===== src/sata_params.svh =====
// fixed values for a five-dword Register H2D FIS with SATA CRC-32; other FIS types are not covered
`ifndef SATA_PARAMS_SVH
`define SATA_PARAMS_SVH

// FIS type code of a Register Host-to-Device FIS
`define SATA_FIS_TYPE_REG_H2D   8'h27

// dwords in a Register H2D FIS, CRC not counted
`define SATA_FIS_REG_H2D_DWORDS 5

// C bit set means the FIS carries a command register update
`define SATA_FIS_C_BIT          8'h80

// seed of the frame CRC
`define SATA_CRC_INIT           32'h52325032

// CRC-32 generator, non-reflected form
`define SATA_CRC_POLY           32'h04C11DB7

// charisk nibbles: primitives hold a K character in byte 0 only
`define SATA_ISK_PRIM           4'b0001
`define SATA_ISK_DATA           4'b0000

`endif

===== src/sata_link_pkg.sv =====
// primitive codes are unscrambled 32-bit words with the K character in byte 0
package sata_link_pkg;

    // link primitives sent by the transmitter
    // byte 0 is K28.3 in all of them
    typedef enum logic [31:0] {
        prim_sync = 32'hB5B5957C,
        prim_sof  = 32'h3737B57C,
        prim_eof  = 32'hD5D5B57C,
        prim_hold = 32'hD5D5AA7C
    } prim_t;

    // transmit FSM phases
    // sof: SOF on the line, first dword goes next
    // data: FIS dwords are being sent
    // crc: last dword is out, CRC goes next
    // eof: CRC is out, EOF goes next
    // done: EOF is out, back to SYNC
    typedef enum logic [2:0] {
        link_idle,
        link_sof,
        link_data,
        link_crc,
        link_eof,
        link_done
    } link_state_t;

endpackage


===== src/sata_types_pkg.sv =====
// widths follow the ATA shadow register layout; a 32-bit PHY word and up to 8 dwords per FIS
package sata_types_pkg;

    // one word at the PHY boundary
    typedef logic [31:0] dword_t;
    // charisk, one bit per byte of a dword
    typedef logic [3:0]  isk_t;

    // 48-bit LBA as the device sees it
    typedef logic [47:0] sh_lba_t;
    // lower or upper 24 bits, written separately
    typedef logic [23:0] sh_half_lba_t;
    typedef logic [15:0] sh_count_t;
    typedef logic [15:0] sh_feature_t;
    // command, device and control are single bytes
    typedef logic [7:0]  sh_byte_t;

    // dword position inside a FIS
    typedef logic [2:0]  fis_idx_t;

endpackage


===== src/sata_ifs.sv =====
// shadow values are plain levels with no valid flag; fis_tx_if assumes one frame at a time
interface shadow_if import sata_types_pkg::*; ();

    sh_feature_t feature;
    sh_lba_t     lba;
    sh_count_t   count;
    sh_byte_t    command;
    sh_byte_t    dev;
    sh_byte_t    control;

    // register file side
    modport src (
        output feature, lba, count, command, dev, control
    );

    // FIS builder side
    modport dst (
        input feature, lba, count, command, dev, control
    );

endinterface

interface fis_tx_if import sata_types_pkg::*; ();

    // latch FIS and reseed CRC, one cycle
    logic     start;
    // fold the presented dword into the CRC
    logic     advance;
    // driven by the dword counter
    fis_idx_t idx;
    dword_t   dword;
    dword_t   crc;

    modport ctrl (
        output start, advance,
        input  dword, crc
    );

    modport data (
        input  start, advance, idx,
        output dword, crc
    );

endinterface


===== src/sata_host_tx.sv =====
// transmit half of a SATA host: Register H2D FIS only, unscrambled, one frame in flight at a time
module sata_host_tx import sata_types_pkg::*; (
    input  logic         clk,
    input  logic         reset,
    // shadow register writes
    input  sh_feature_t  sh_feature,
    input  logic         sh_feature_wr,
    input  sh_half_lba_t sh_lba_lo,
    input  logic         sh_lba_lo_wr,
    input  sh_half_lba_t sh_lba_hi,
    input  logic         sh_lba_hi_wr,
    input  sh_count_t    sh_count,
    input  logic         sh_count_wr,
    input  sh_byte_t     sh_command,
    input  logic         sh_command_wr,
    input  sh_byte_t     sh_dev,
    input  logic         sh_dev_wr,
    input  sh_byte_t     sh_control,
    input  logic         sh_control_wr,
    // command strobe and status
    input  logic         cmd_val,
    output logic         cmd_busy,
    output logic         cmd_done,
    // PHY side
    input  logic         phy_ready,
    input  logic         device_hold,
    output dword_t       phy_data,
    output isk_t         phy_isk
);

    shadow_if sh_bus ();
    fis_tx_if tx_bus ();

    logic cnt_clear;
    logic cnt_step;
    logic cnt_last;

    shadow_regs shadow_regs (
        .clk           (clk),
        .reset         (reset),
        .sh_feature    (sh_feature),
        .sh_feature_wr (sh_feature_wr),
        .sh_lba_lo     (sh_lba_lo),
        .sh_lba_lo_wr  (sh_lba_lo_wr),
        .sh_lba_hi     (sh_lba_hi),
        .sh_lba_hi_wr  (sh_lba_hi_wr),
        .sh_count      (sh_count),
        .sh_count_wr   (sh_count_wr),
        .sh_command    (sh_command),
        .sh_command_wr (sh_command_wr),
        .sh_dev        (sh_dev),
        .sh_dev_wr     (sh_dev_wr),
        .sh_control    (sh_control),
        .sh_control_wr (sh_control_wr),
        .sh            (sh_bus.src)
    );

    // FIS image and CRC
    fis_tx_datapath fis_tx_datapath (
        .clk   (clk),
        .reset (reset),
        .sh    (sh_bus.dst),
        .tx    (tx_bus.data)
    );

    // index feeds the datapath select directly
    dword_counter dword_counter (
        .clk   (clk),
        .reset (reset),
        .clear (cnt_clear),
        .step  (cnt_step),
        .idx   (tx_bus.idx),
        .last  (cnt_last)
    );

    link_tx_fsm link_tx_fsm (
        .clk         (clk),
        .reset       (reset),
        .cmd_val     (cmd_val),
        .phy_ready   (phy_ready),
        .device_hold (device_hold),
        .cnt_last    (cnt_last),
        .cnt_clear   (cnt_clear),
        .cnt_step    (cnt_step),
        .tx          (tx_bus.ctrl),
        .cmd_busy    (cmd_busy),
        .cmd_done    (cmd_done),
        .phy_data    (phy_data),
        .phy_isk     (phy_isk)
    );

endmodule


===== src/link_tx_fsm.sv =====
// transmit only: no receiver handshake, no scrambling; HOLD is honoured in data and crc phases only
`include "sata_params.svh"

module link_tx_fsm import sata_types_pkg::*, sata_link_pkg::*; (
    input  logic   clk,
    input  logic   reset,
    input  logic   cmd_val,
    input  logic   phy_ready,
    input  logic   device_hold,
    input  logic   cnt_last,
    output logic   cnt_clear,
    output logic   cnt_step,
    fis_tx_if.ctrl tx,
    output logic   cmd_busy,
    output logic   cmd_done,
    output dword_t phy_data,
    output isk_t   phy_isk
);

    link_state_t state;
    logic        accept;
    logic        send_dw;

    // new command only from idle, with the PHY up
    assign accept = (state == link_idle) && cmd_val && phy_ready && !cmd_busy;

    // a FIS dword goes out right after SOF and on every data cycle without hold
    assign send_dw = (state == link_sof) || ((state == link_data) && !device_hold);

    assign tx.start   = accept;
    assign tx.advance = send_dw;
    assign cnt_clear  = accept;
    assign cnt_step   = send_dw;

    // output words are registered, one per clock
    always_ff @(posedge clk) begin
        if (reset) begin
            state    <= link_idle;
            cmd_busy <= 1'b0;
            cmd_done <= 1'b0;
            phy_data <= prim_sync;
            phy_isk  <= `SATA_ISK_PRIM;
        end else begin
            // done is a single-cycle pulse
            cmd_done <= 1'b0;
            case (state)
                link_idle: begin
                    phy_data <= prim_sync;
                    phy_isk  <= `SATA_ISK_PRIM;
                    if (accept) begin
                        state    <= link_sof;
                        cmd_busy <= 1'b1;
                        phy_data <= prim_sof;
                    end
                end
                // first dword always follows SOF directly
                link_sof: begin
                    phy_data <= tx.dword;
                    phy_isk  <= `SATA_ISK_DATA;
                    state    <= cnt_last ? link_crc : link_data;
                end
                link_data: begin
                    if (device_hold) begin
                        phy_data <= prim_hold;
                        phy_isk  <= `SATA_ISK_PRIM;
                    end else begin
                        phy_data <= tx.dword;
                        phy_isk  <= `SATA_ISK_DATA;
                        if (cnt_last) begin
                            state <= link_crc;
                        end
                    end
                end
                // CRC register has taken the last dword by now
                link_crc: begin
                    if (device_hold) begin
                        phy_data <= prim_hold;
                        phy_isk  <= `SATA_ISK_PRIM;
                    end else begin
                        phy_data <= tx.crc;
                        phy_isk  <= `SATA_ISK_DATA;
                        state    <= link_eof;
                    end
                end
                link_eof: begin
                    phy_data <= prim_eof;
                    phy_isk  <= `SATA_ISK_PRIM;
                    state    <= link_done;
                end
                // busy drops together with the done pulse
                link_done: begin
                    phy_data <= prim_sync;
                    phy_isk  <= `SATA_ISK_PRIM;
                    cmd_busy <= 1'b0;
                    cmd_done <= 1'b1;
                    state    <= link_idle;
                end
                default: begin
                    state <= link_idle;
                end
            endcase
        end
    end

endmodule


===== src/dword_counter.sv =====
// frame length is fixed at the Register H2D FIS size; clear takes priority over step
`include "sata_params.svh"

module dword_counter import sata_types_pkg::*; (
    input  logic     clk,
    input  logic     reset,
    input  logic     clear,
    input  logic     step,
    output fis_idx_t idx,
    output logic     last
);

    // index of the next dword to send
    always_ff @(posedge clk) begin
        if (reset) begin
            idx <= '0;
        end else if (clear) begin
            idx <= '0;
        end else if (step) begin
            idx <= idx + fis_idx_t'(1);
        end
    end

    // high while the dword about to go out closes the FIS
    assign last = (idx == fis_idx_t'(`SATA_FIS_REG_H2D_DWORDS - 1));

endmodule


===== src/fis_tx_datapath.sv =====
// builds a Register H2D FIS only; the CRC is seeded per frame and has no reflection or inversion
`include "sata_params.svh"

module fis_tx_datapath import sata_types_pkg::*; (
    input  logic   clk,
    input  logic   reset,
    shadow_if.dst  sh,
    fis_tx_if.data tx
);

    // frame image, frozen for the whole frame
    // dword 4 is reserved zero and is not stored
    dword_t fis_dw [`SATA_FIS_REG_H2D_DWORDS - 1];
    // running CRC
    dword_t crc_q;

    // one dword through the CRC-32 shift register, MSB first
    function automatic dword_t crc_fold(input dword_t crc_in, input dword_t data);
        dword_t c;
        logic   fb;
        c = crc_in;
        for (int i = 31; i >= 0; i--) begin
            fb = c[31] ^ data[i];
            c  = {c[30:0], 1'b0};
            if (fb) begin
                c = c ^ `SATA_CRC_POLY;
            end
        end
        return c;
    endfunction

    // snapshot of the shadow registers at command accept
    // later writes wait for the next frame
    always_ff @(posedge clk) begin
        if (tx.start) begin
            // feature low, command, C bit, FIS type
            fis_dw[0] <= {sh.feature[7:0], sh.command, `SATA_FIS_C_BIT, `SATA_FIS_TYPE_REG_H2D};
            // device, LBA 23:0
            fis_dw[1] <= {sh.dev, sh.lba[23:0]};
            // feature high, LBA 47:24
            fis_dw[2] <= {sh.feature[15:8], sh.lba[47:24]};
            // control, reserved byte, sector count
            fis_dw[3] <= {sh.control, 8'h00, sh.count};
        end
    end

    // dword selected by the counter; reserved dword 4 and past the end read as zero
    always_comb begin
        case (tx.idx)
            3'd0:    tx.dword = fis_dw[0];
            3'd1:    tx.dword = fis_dw[1];
            3'd2:    tx.dword = fis_dw[2];
            3'd3:    tx.dword = fis_dw[3];
            default: tx.dword = '0;
        endcase
    end

    // seed at start, fold each dword as it goes out
    always_ff @(posedge clk) begin
        if (reset) begin
            crc_q <= `SATA_CRC_INIT;
        end else if (tx.start) begin
            crc_q <= `SATA_CRC_INIT;
        end else if (tx.advance) begin
            crc_q <= crc_fold(crc_q, tx.dword);
        end
    end

    // valid as the final CRC once the last dword has been folded
    assign tx.crc = crc_q;

endmodule


===== src/shadow_regs.sv =====
// write-only register file; no read-back and no device-side updates of the shadow registers
module shadow_regs import sata_types_pkg::*; (
    input  logic         clk,
    input  logic         reset,
    input  sh_feature_t  sh_feature,
    input  logic         sh_feature_wr,
    input  sh_half_lba_t sh_lba_lo,
    input  logic         sh_lba_lo_wr,
    input  sh_half_lba_t sh_lba_hi,
    input  logic         sh_lba_hi_wr,
    input  sh_count_t    sh_count,
    input  logic         sh_count_wr,
    input  sh_byte_t     sh_command,
    input  logic         sh_command_wr,
    input  sh_byte_t     sh_dev,
    input  logic         sh_dev_wr,
    input  sh_byte_t     sh_control,
    input  logic         sh_control_wr,
    shadow_if.src        sh
);

    // the two LBA halves are kept apart so each strobe touches only its own bits
    sh_half_lba_t lba_lo_q;
    sh_half_lba_t lba_hi_q;

    // each strobe is independent, several may land on one edge
    always_ff @(posedge clk) begin
        if (reset) begin
            sh.feature <= '0;
            lba_lo_q   <= '0;
            lba_hi_q   <= '0;
            sh.count   <= '0;
            sh.command <= '0;
            sh.dev     <= '0;
            sh.control <= '0;
        end else begin
            if (sh_feature_wr) begin
                sh.feature <= sh_feature;
            end
            if (sh_lba_lo_wr) begin
                lba_lo_q <= sh_lba_lo;
            end
            if (sh_lba_hi_wr) begin
                lba_hi_q <= sh_lba_hi;
            end
            if (sh_count_wr) begin
                sh.count <= sh_count;
            end
            if (sh_command_wr) begin
                sh.command <= sh_command;
            end
            if (sh_dev_wr) begin
                sh.dev <= sh_dev;
            end
            if (sh_control_wr) begin
                sh.control <= sh_control;
            end
        end
    end

    // full 48-bit address, upper half in the high bits
    assign sh.lba = {lba_hi_q, lba_lo_q};

endmodule


===== config.mk =====
export PLATFORM = sky130hd
export DESIGN_NAME = sata_host_tx
export DESIGN_NICKNAME = d
export VERILOG_FILES = /design/src/sata_link_pkg.sv /design/src/sata_types_pkg.sv /design/src/sata_ifs.sv /design/src/sata_host_tx.sv /design/src/link_tx_fsm.sv /design/src/dword_counter.sv /design/src/fis_tx_datapath.sv /design/src/shadow_regs.sv
export VERILOG_INCLUDE_DIRS = /design/src
export SDC_FILE = /design/constraint.sdc
export NUM_CORES = 1
export LEC_CHECK = 0
export BUFFER_PORTS_ARGS = -buffer_cell sky130_fd_sc_hd__clkbuf_2
export CORE_MARGIN = 2
export CORE_UTILIZATION = 59
export CTS_CLUSTER_SIZE = 28
export DETAILED_ROUTE_END_ITERATION = 8
export PLACE_DENSITY = 0.78
export SKIP_CTS_REPAIR_TIMING = 1
export SLEW_MARGIN = 25
export SYNTH_ARGS = -nofsm -noshare
export SYNTH_HDL_FRONTEND = slang
export SYNTH_SLANG_ARGS = --single-unit

===== constraint.sdc =====
create_clock -name clk -period 9.9 [get_ports clk]
set_input_delay 0 -clock clk [delete_from_list [all_inputs] [get_ports clk]]
set_output_delay 0 -clock clk [all_outputs]
set_load 0.02 [all_outputs]

Word level (Yosys, flattened, before mapping)

Memory sizes are Yosys's and may differ from the RTL's.
Cells that the tools add are included.

Add/subtract/negate cells: 1
Multiply operators: 0
Div/mod/pow operators: 0
Order comparisons: 0
Equal/unequal tests: 13
Shift operators: 0
Muxes and demuxes: 143
Bitwise logic cells: 64
Reduce and logical (&&, ||, !) cells: 17

Operators by type and width:

| kind                | number |
|---|---|
| $mux 32             | 96 |
| $mux 27             | 32 |
| $not 14->14         | 32 |
| $pmux 32 s6         | 1 |
| $pmux 32 s4         | 1 |
| $xor 1x1->1         | 32 |
| $pmux 3 s5          | 1 |
| $eq 3x2->1 const B  | 4 |
| $mux 3              | 4 |
| $pmux 4 s3          | 1 |
| $eq 3x3->1 const B  | 3 |
| $eq 3x1->1 const B  | 2 |
| $logic_not 3->1     | 2 |
| $mux 1              | 6 |
| $ne 2x2->1 const B  | 3 |
| $reduce_bool 6->1   | 1 |
| $logic_and 1x1->1   | 4 |
| $reduce_and 4->1    | 1 |
| $reduce_or 2->1     | 2 |
| $add 3x1->3 const B | 1 |
| $reduce_bool 3->1   | 1 |
| $reduce_or 3->1     | 1 |
| $logic_not 1->1     | 2 |
| $ne 2x1->1 const B  | 1 |
| other kinds (4)     | 4 |

Register bits: 180
Bits in latches: 0
Memory bits (writable): 128
Memory bits (read-only): 0
Input port bits: 116
Logic and storage cells: 253
Memories: 1

Memories:

| name                   | depth | bits a word | read ports | clocked after memory_dff | write ports | line                  | RTL |
|---|---|---|---|---|---|---|---|
| fis_tx_datapath.fis_dw | 4     | 32          | 4          | 0                        | 4           | fis_tx_datapath.sv:13 | `` dword_t fis_dw [`SATA_FIS_REG_H2D_DWORDS - 1]; `` |

Logic depth before layout (Yosys ltp)

Depth after elaboration: 159
Gate-level depth with buffers: 18
Mapped depth without buffers: 14

Cells and area by module

A second synthesis with hierarchy kept.

Cells, all modules: 1279
Area, all modules: 14804.2 um^2

Modules (own cells, without submodules):

| module          | instances | cells each | area each (um^2) |
|---|---|---|---|
| fis_tx_datapath | 1         | 644        | 8650.8 |
| shadow_regs     | 1         | 337        | 3802.4 |
| link_tx_fsm     | 1         | 282        | 2197.1 |
| dword_counter   | 1         | 16         | 153.9 |

Worst setup path before layout

No wires, ideal clock.

Kind: reg2reg
Start point: register link_tx_fsm.state[1]
End point: register fis_tx_datapath.crc_q[22], in the netlist fis_tx_datapath.tx.crc[22]
Setup time: 0.131 ns
Arrival: 6.711 ns
Setup slack: 3.058 ns
Cell stages (with the launch flop): 9
Buffers on the path: 2
Clock period less this slack: 6.842 ns
Path through: dfxtp_1 clkbuf_1 nor2_1 nand4_1 nor2_1 nor2_1 clkbuf_1 nand3_1 o21ai_0

Cells in the longest elaborated chain, start to end: 5
Elaborated cells on any way between the ends: 9
Classes of those cells: eq/ne (2); reduce/logical (7)

RTL lines:

| what                           | line                  | RTL |
|---|---|---|
| from (decl)                    | link_tx_fsm.sv:20     | `link_state_t state;` |
| from (signal assigned)         | link_tx_fsm.sv:38     | `state <= link_idle;` |
| from (signal assigned)         | link_tx_fsm.sv:51     | `state <= link_sof;` |
| from (signal assigned)         | link_tx_fsm.sv:60     | `state <= cnt_last ? link_crc : link_data;` |
| $logic_not 3->1                | link_tx_fsm.sv:25     | `assign accept = (state == link_idle) && cmd_val && phy_ready && !cmd_busy;` |
| $logic_and 1x1->1 (3 in a row) | link_tx_fsm.sv:25     |  |
| net cnt_clear                  | sata_host_tx.sv:34    | `logic cnt_clear;` |
| $reduce_or 2->1 (no line)      | n/a                   |  |
| to (signal assigned)           | fis_tx_datapath.sv:61 | `` crc_q <= `SATA_CRC_INIT; `` |
| to (signal assigned)           | fis_tx_datapath.sv:63 | `` crc_q <= `SATA_CRC_INIT; `` |
| to (signal assigned)           | fis_tx_datapath.sv:65 | `crc_q <= crc_fold(crc_q, tx.dword);` |
| to (decl)                      | fis_tx_datapath.sv:15 | `dword_t crc_q;` |

The timed path passes the listed nets, and every way through them passes these cells.
A chain may end at the register's enable or synchronous reset.

Worst setup path in the final report

Start point: register dword_counter.idx[0]
End point: register fis_tx_datapath.crc_q[8], in the netlist fis_tx_datapath.tx.crc[8]

Cells in the longest elaborated chain, start to end: 136
Elaborated cells on any way between the ends: 188
Classes of those cells: eq/ne (3); mux (126); bitwise (58); reduce/logical (1)

RTL lines:

| what                                                 | line                                         | RTL |
|---|---|---|
| from (decl)                                          | dword_counter.sv:9                           | `output fis_idx_t idx,` |
| from (signal assigned)                               | dword_counter.sv:20                          | `idx <= idx + fis_idx_t'(1);` |
| $eq 3x2->1 (tied with other cells)                   | fis_tx_datapath.sv:49                        | `case (tx.idx)` |
| $pmux 32 s4 (*)                                      | fis_tx_datapath.sv:49                        |  |
| $xor 1x1->1                                          | fis_tx_datapath.sv:23                        | `fb = c[31] ^ data[i];` |
| $mux 27                                              | fis_tx_datapath.sv:25                        | `if (fb) begin` |
| $mux 32                                              | fis_tx_datapath.sv:64                        | `end else if (tx.advance) begin` |
| $mux 32                                              | fis_tx_datapath.sv:62                        | `end else if (tx.start) begin` |
| $mux 32                                              | fis_tx_datapath.sv:60                        | `if (reset) begin` |
| $mux 27 or $not 14->14 (tied branches)               | n/a                                          |  |
| [... 120 more ...]                                   | n/a                                          |  |
| $mux 32 (on tied branches)                           | fis_tx_datapath.sv:60, fis_tx_datapath.sv:64 |  |
| $not 14->14 (no line) (tied with other cells)        | n/a                                          |  |
| $mux 27 or $mux 32 (tied branches)                   | fis_tx_datapath.sv:25, fis_tx_datapath.sv:60 |  |
| $mux 32                                              | fis_tx_datapath.sv:64                        |  |
| $mux 32                                              | fis_tx_datapath.sv:62                        |  |
| $mux 32                                              | fis_tx_datapath.sv:60                        |  |
| $not 14->14 (no line) or $xor 1x1->1 (tied branches) | n/a                                          |  |
| $mux 27 (*)                                          | fis_tx_datapath.sv:25                        |  |

Mark *: on every way between the ends. The rest lies on a longest branch, timed or not. The select of a mux whose other input is x is not followed.

==> run_results.csv <==
group,metric,value,unit
outcome,status,"completed",
drt,dr.first_iter.drc_count,1238,
placement,gp_congestion,1.005,
timing,skew,0.02337,ns
worst_setup_path,cp-start-kind,"flip-flop",
run,cap_violations,0,
logic_synthesis,synth_enable_flop_cells,104,
floorplanning,dieArea,24850,µm²
worst_setup_path,cpLargestDelayFamily,"XOR/XNOR gates",
clock_network,cts_tree,"yes",
logic_synthesis,synth_xor_area_share,22.65,%
floorplanning,start_util,59.68,%
worst_setup_path,cp_data_required_time,10.35,ns
min_path,hold_class,"in -> reg",
timing,relSlewSlack,31.58,%
worst_setup_path,cp_slowest_cell,"ha_1",
logic_synthesis,syn_avg_cell_area,11.38,µm²
worst_setup_path,crit_chain,"inv_1 -> ha_1 -> a222oi_1 -> o21ai_0 -> xor2_2 -> xnor2_2 -> xor3_1 -> xnor3_2 -> xor2_4 -> xnor2_4 -> xnor2_2 -> xnor2_2 -> xnor2_1 -> o21a_1",
global_route,overflow,0,
timing,drv_slew,0,
drt,drc,0,
clock_network,cts_buffer_depth,3,
worst_setup_path,path_buf_inv,1,
timing,fin_crit_sh,56.90,%
worst_setup_path,critical_path_class,"reg -> reg",
clock_network,clock_latency,0.58,ns
global_route,grt_max_degree,96,
finish,postLayoutCellArea,17260,µm²
worst_setup_path,worst-path-max-fanout,23,
drt,viasPerCell,5.849,
timing,fin_hold_ws,0.003852,ns
clock_network,cts_max_level,1,
timing,setup_viol,0,
clock_network,numCtsBuffers,29,
drt,wl_per_cell,23.25,µm
worst_setup_path,slowest_delay,0.77,ns
drt,routed_wl,42300,µm
timing,max_freq,177.5,MHz
clock_network,cts.sinks,281,
placement,port_buffers,150,
timing,finalHoldViolations,0,
finish,fin_cells,1819,
logic_synthesis,ys_ff_latch,281,
worst_setup_path,crit_path_end_kind,"flip-flop",
timing,period_needed,5.633,ns
floorplanning,die_w,157.6,µm
clock_network,clk_pin_slew,0.07,ns
timing,tns,0,ns
logic_synthesis,ys.flop_type,"dfxtp_1",
logic_synthesis,postSynth.asyncResetShare,0,%
finish,fin_nets,1601,
clock_network,root_buffer,"clkbuf_16",
placement,placed_cell_area,14820,µm²
worst_setup_path,cpMostUsedCell,"xnor2_2",
logic_synthesis,synth-adder-area-share,0.7188,%
logic_synthesis,ys_warn_count,0,
logic_synthesis,synth_top_family_by_area,"XOR/XNOR gates",
logic_synthesis,syn_area,13930,µm²
drt,firstDrtPassIters,9,
finish,drive_above_1_share,16.93,%
placement,hpwl,26450,µm
logic_synthesis,yosys-mux-area-fraction,8.410,%
floorplanning,core_area,23330,µm²
drt,vias,10640,
global_route,grt_pass1_vias,9178,
floorplanning,rows,56,
floorplanning,num_io_pins,154,
logic_synthesis,synth_compound_area_share,10.19,%
drt,ant_nets,0,
logic_synthesis,synth-seq-area-share,47.87,%
finish,syn2layout_area_growth,23.94,%
placement,placed_cells,1625,
global_route,grt_pass1_wl,54440,µm
logic_synthesis,synth-simple-area-share,7.520,%
global_route,gr-usage-all-layers,29.13,%
logic_synthesis,yosysUniqueCellTypes,59,
floorplanning,chipHeight,157.6,µm
finish,n_antenna_cell,0,
global_route,antenna_found_initial,0,
timing,worst_pin_slew,1.026,ns
logic_synthesis,synth_cells,1224,
worst_setup_path,arrival,6.08,ns
timing,rsz0062_at_grt,"false",
per-layer routing:
layer | vias to the layer above | routed length (µm) | GRT usage (%)
met4 | 0 | 1660 | 10.61
met3 | 95 | 2880 | 3.559
li1 | 4785 | - | -
met5 | - | 0 | 0
met1 | 5240 | 16460 | 40.39
met2 | 519 | 21290 | 47.29
state kept, by name (all words and copies together) (netlist names), 16 cells and up:
register	cells
fis_tx_datapath.tx.crc	32
shadow_regs.sh.count	16
shadow_regs.sh.feature	16
shadow_regs.lba_hi_q	24
shadow_regs.lba_lo_q	24
fis_tx_datapath.fis_dw	104
link_tx_fsm.phy_data	32
worst paths after layout:
check	from	end	slack (ns)	depth (start not counted)
max	dword_counter.idx[0]	fis_tx_datapath.tx.crc[8]	4.27	14
min	phy_ready	fis_tx_datapath.fis_dw[1][4]	0.004	3
max reg2reg	dword_counter.idx[0]	fis_tx_datapath.tx.crc[8]	4.27	14
min reg2reg	shadow_regs.sh.feature[1]	fis_tx_datapath.fis_dw[0][25]	0.43	0
synth_stat cells, types with 5 or more instances:
library cell,n,share of area [%]
o21ai_1,5,0.18
xnor2_4,6,1.2
edfxtp_1,104,22
buf_2,6,0.22
xnor2_1,175,11
nand2b_1,20,0.90
inv_1,7,0.19
ha_1,8,0.72
xnor3_1,17,2.7
o21ai_0,47,1.7
xnor2_2,17,2.0
nand2_1,54,1.5
a21o_1,8,0.43
nor2_1,149,4.0
a22oi_1,27,1.5
a221oi_1,5,0.31
mux2i_1,117,8.4
xor2_1,45,2.8
a222oi_1,25,1.8
o211ai_1,8,0.43
dfxtp_1,177,25
clkbuf_1,58,1.6
a211oi_1,9,0.49
xnor3_2,5,0.85
a22o_1,6,0.38
a21oi_1,38,1.4
nand3_1,7,0.25
xor2_2,8,0.93
buf_4,8,0.43
layout make-up:
| class | count | area [µm²] |
|---|---|---|
| clock buffers | 48 | 908.4 |
| well taps | 319 | 399.1 |
| inverters | 8 | 30.03 |
| clock inverters | 6 | 123.9 |
| fillers | 1458 | 6072 |
| flip-flops and latches | 281 | 6666 |
| multi-input cells | 860 | 6922 |
| repair buffers | 297 | 2211 |
worst min-delay path: stages:
cell and delay, ns:
clkbuf_2 0.08, nand4_1 0.14, nor2_4 0.15
cells in the final DEF, fill, tap and decap left out, drive strengths merged, types with 10 or more instances in the layout:
master / Yosys / layout
xor2: 56 / 56
a21oi: 38 / 38
dlygate4sd3: 0 / 140
a222oi: 25 / 25
nor2: 149 / 149
xnor2: 198 / 198
a211oi: 10 / 10
clkbuf: 58 / 197
dfxtp: 177 / 177
nand2: 54 / 54
a22oi: 28 / 28
edfxtp: 104 / 104
xnor3: 22 / 22
nand2b: 20 / 20
o21ai: 54 / 54
mux2i: 117 / 117
through the flow:
| stage | setup WS [ns] | util (%) |
|---|---|---|
| floorplan | 3.058 | - |
| global placement | 4.455 | 63.50 |
| detailed placement | 4.369 | 63.53 |
| CTS | 4.387 | 67.95 |
| global route | 4.065 | 73.98 |
| finish | 4.267 | 73.98 |
logic make-up after synthesis:
logic type	after synthesis
flops	281
xor+xnor	279
simple gates	249
compound gates	204
mux	117
buf+inv	85
fa+ha+maj	8
other cells	1
Power is left out: the tool's default activity adds up to more than one toggle a clock period on the data nets, which glitch-free logic cannot reach.
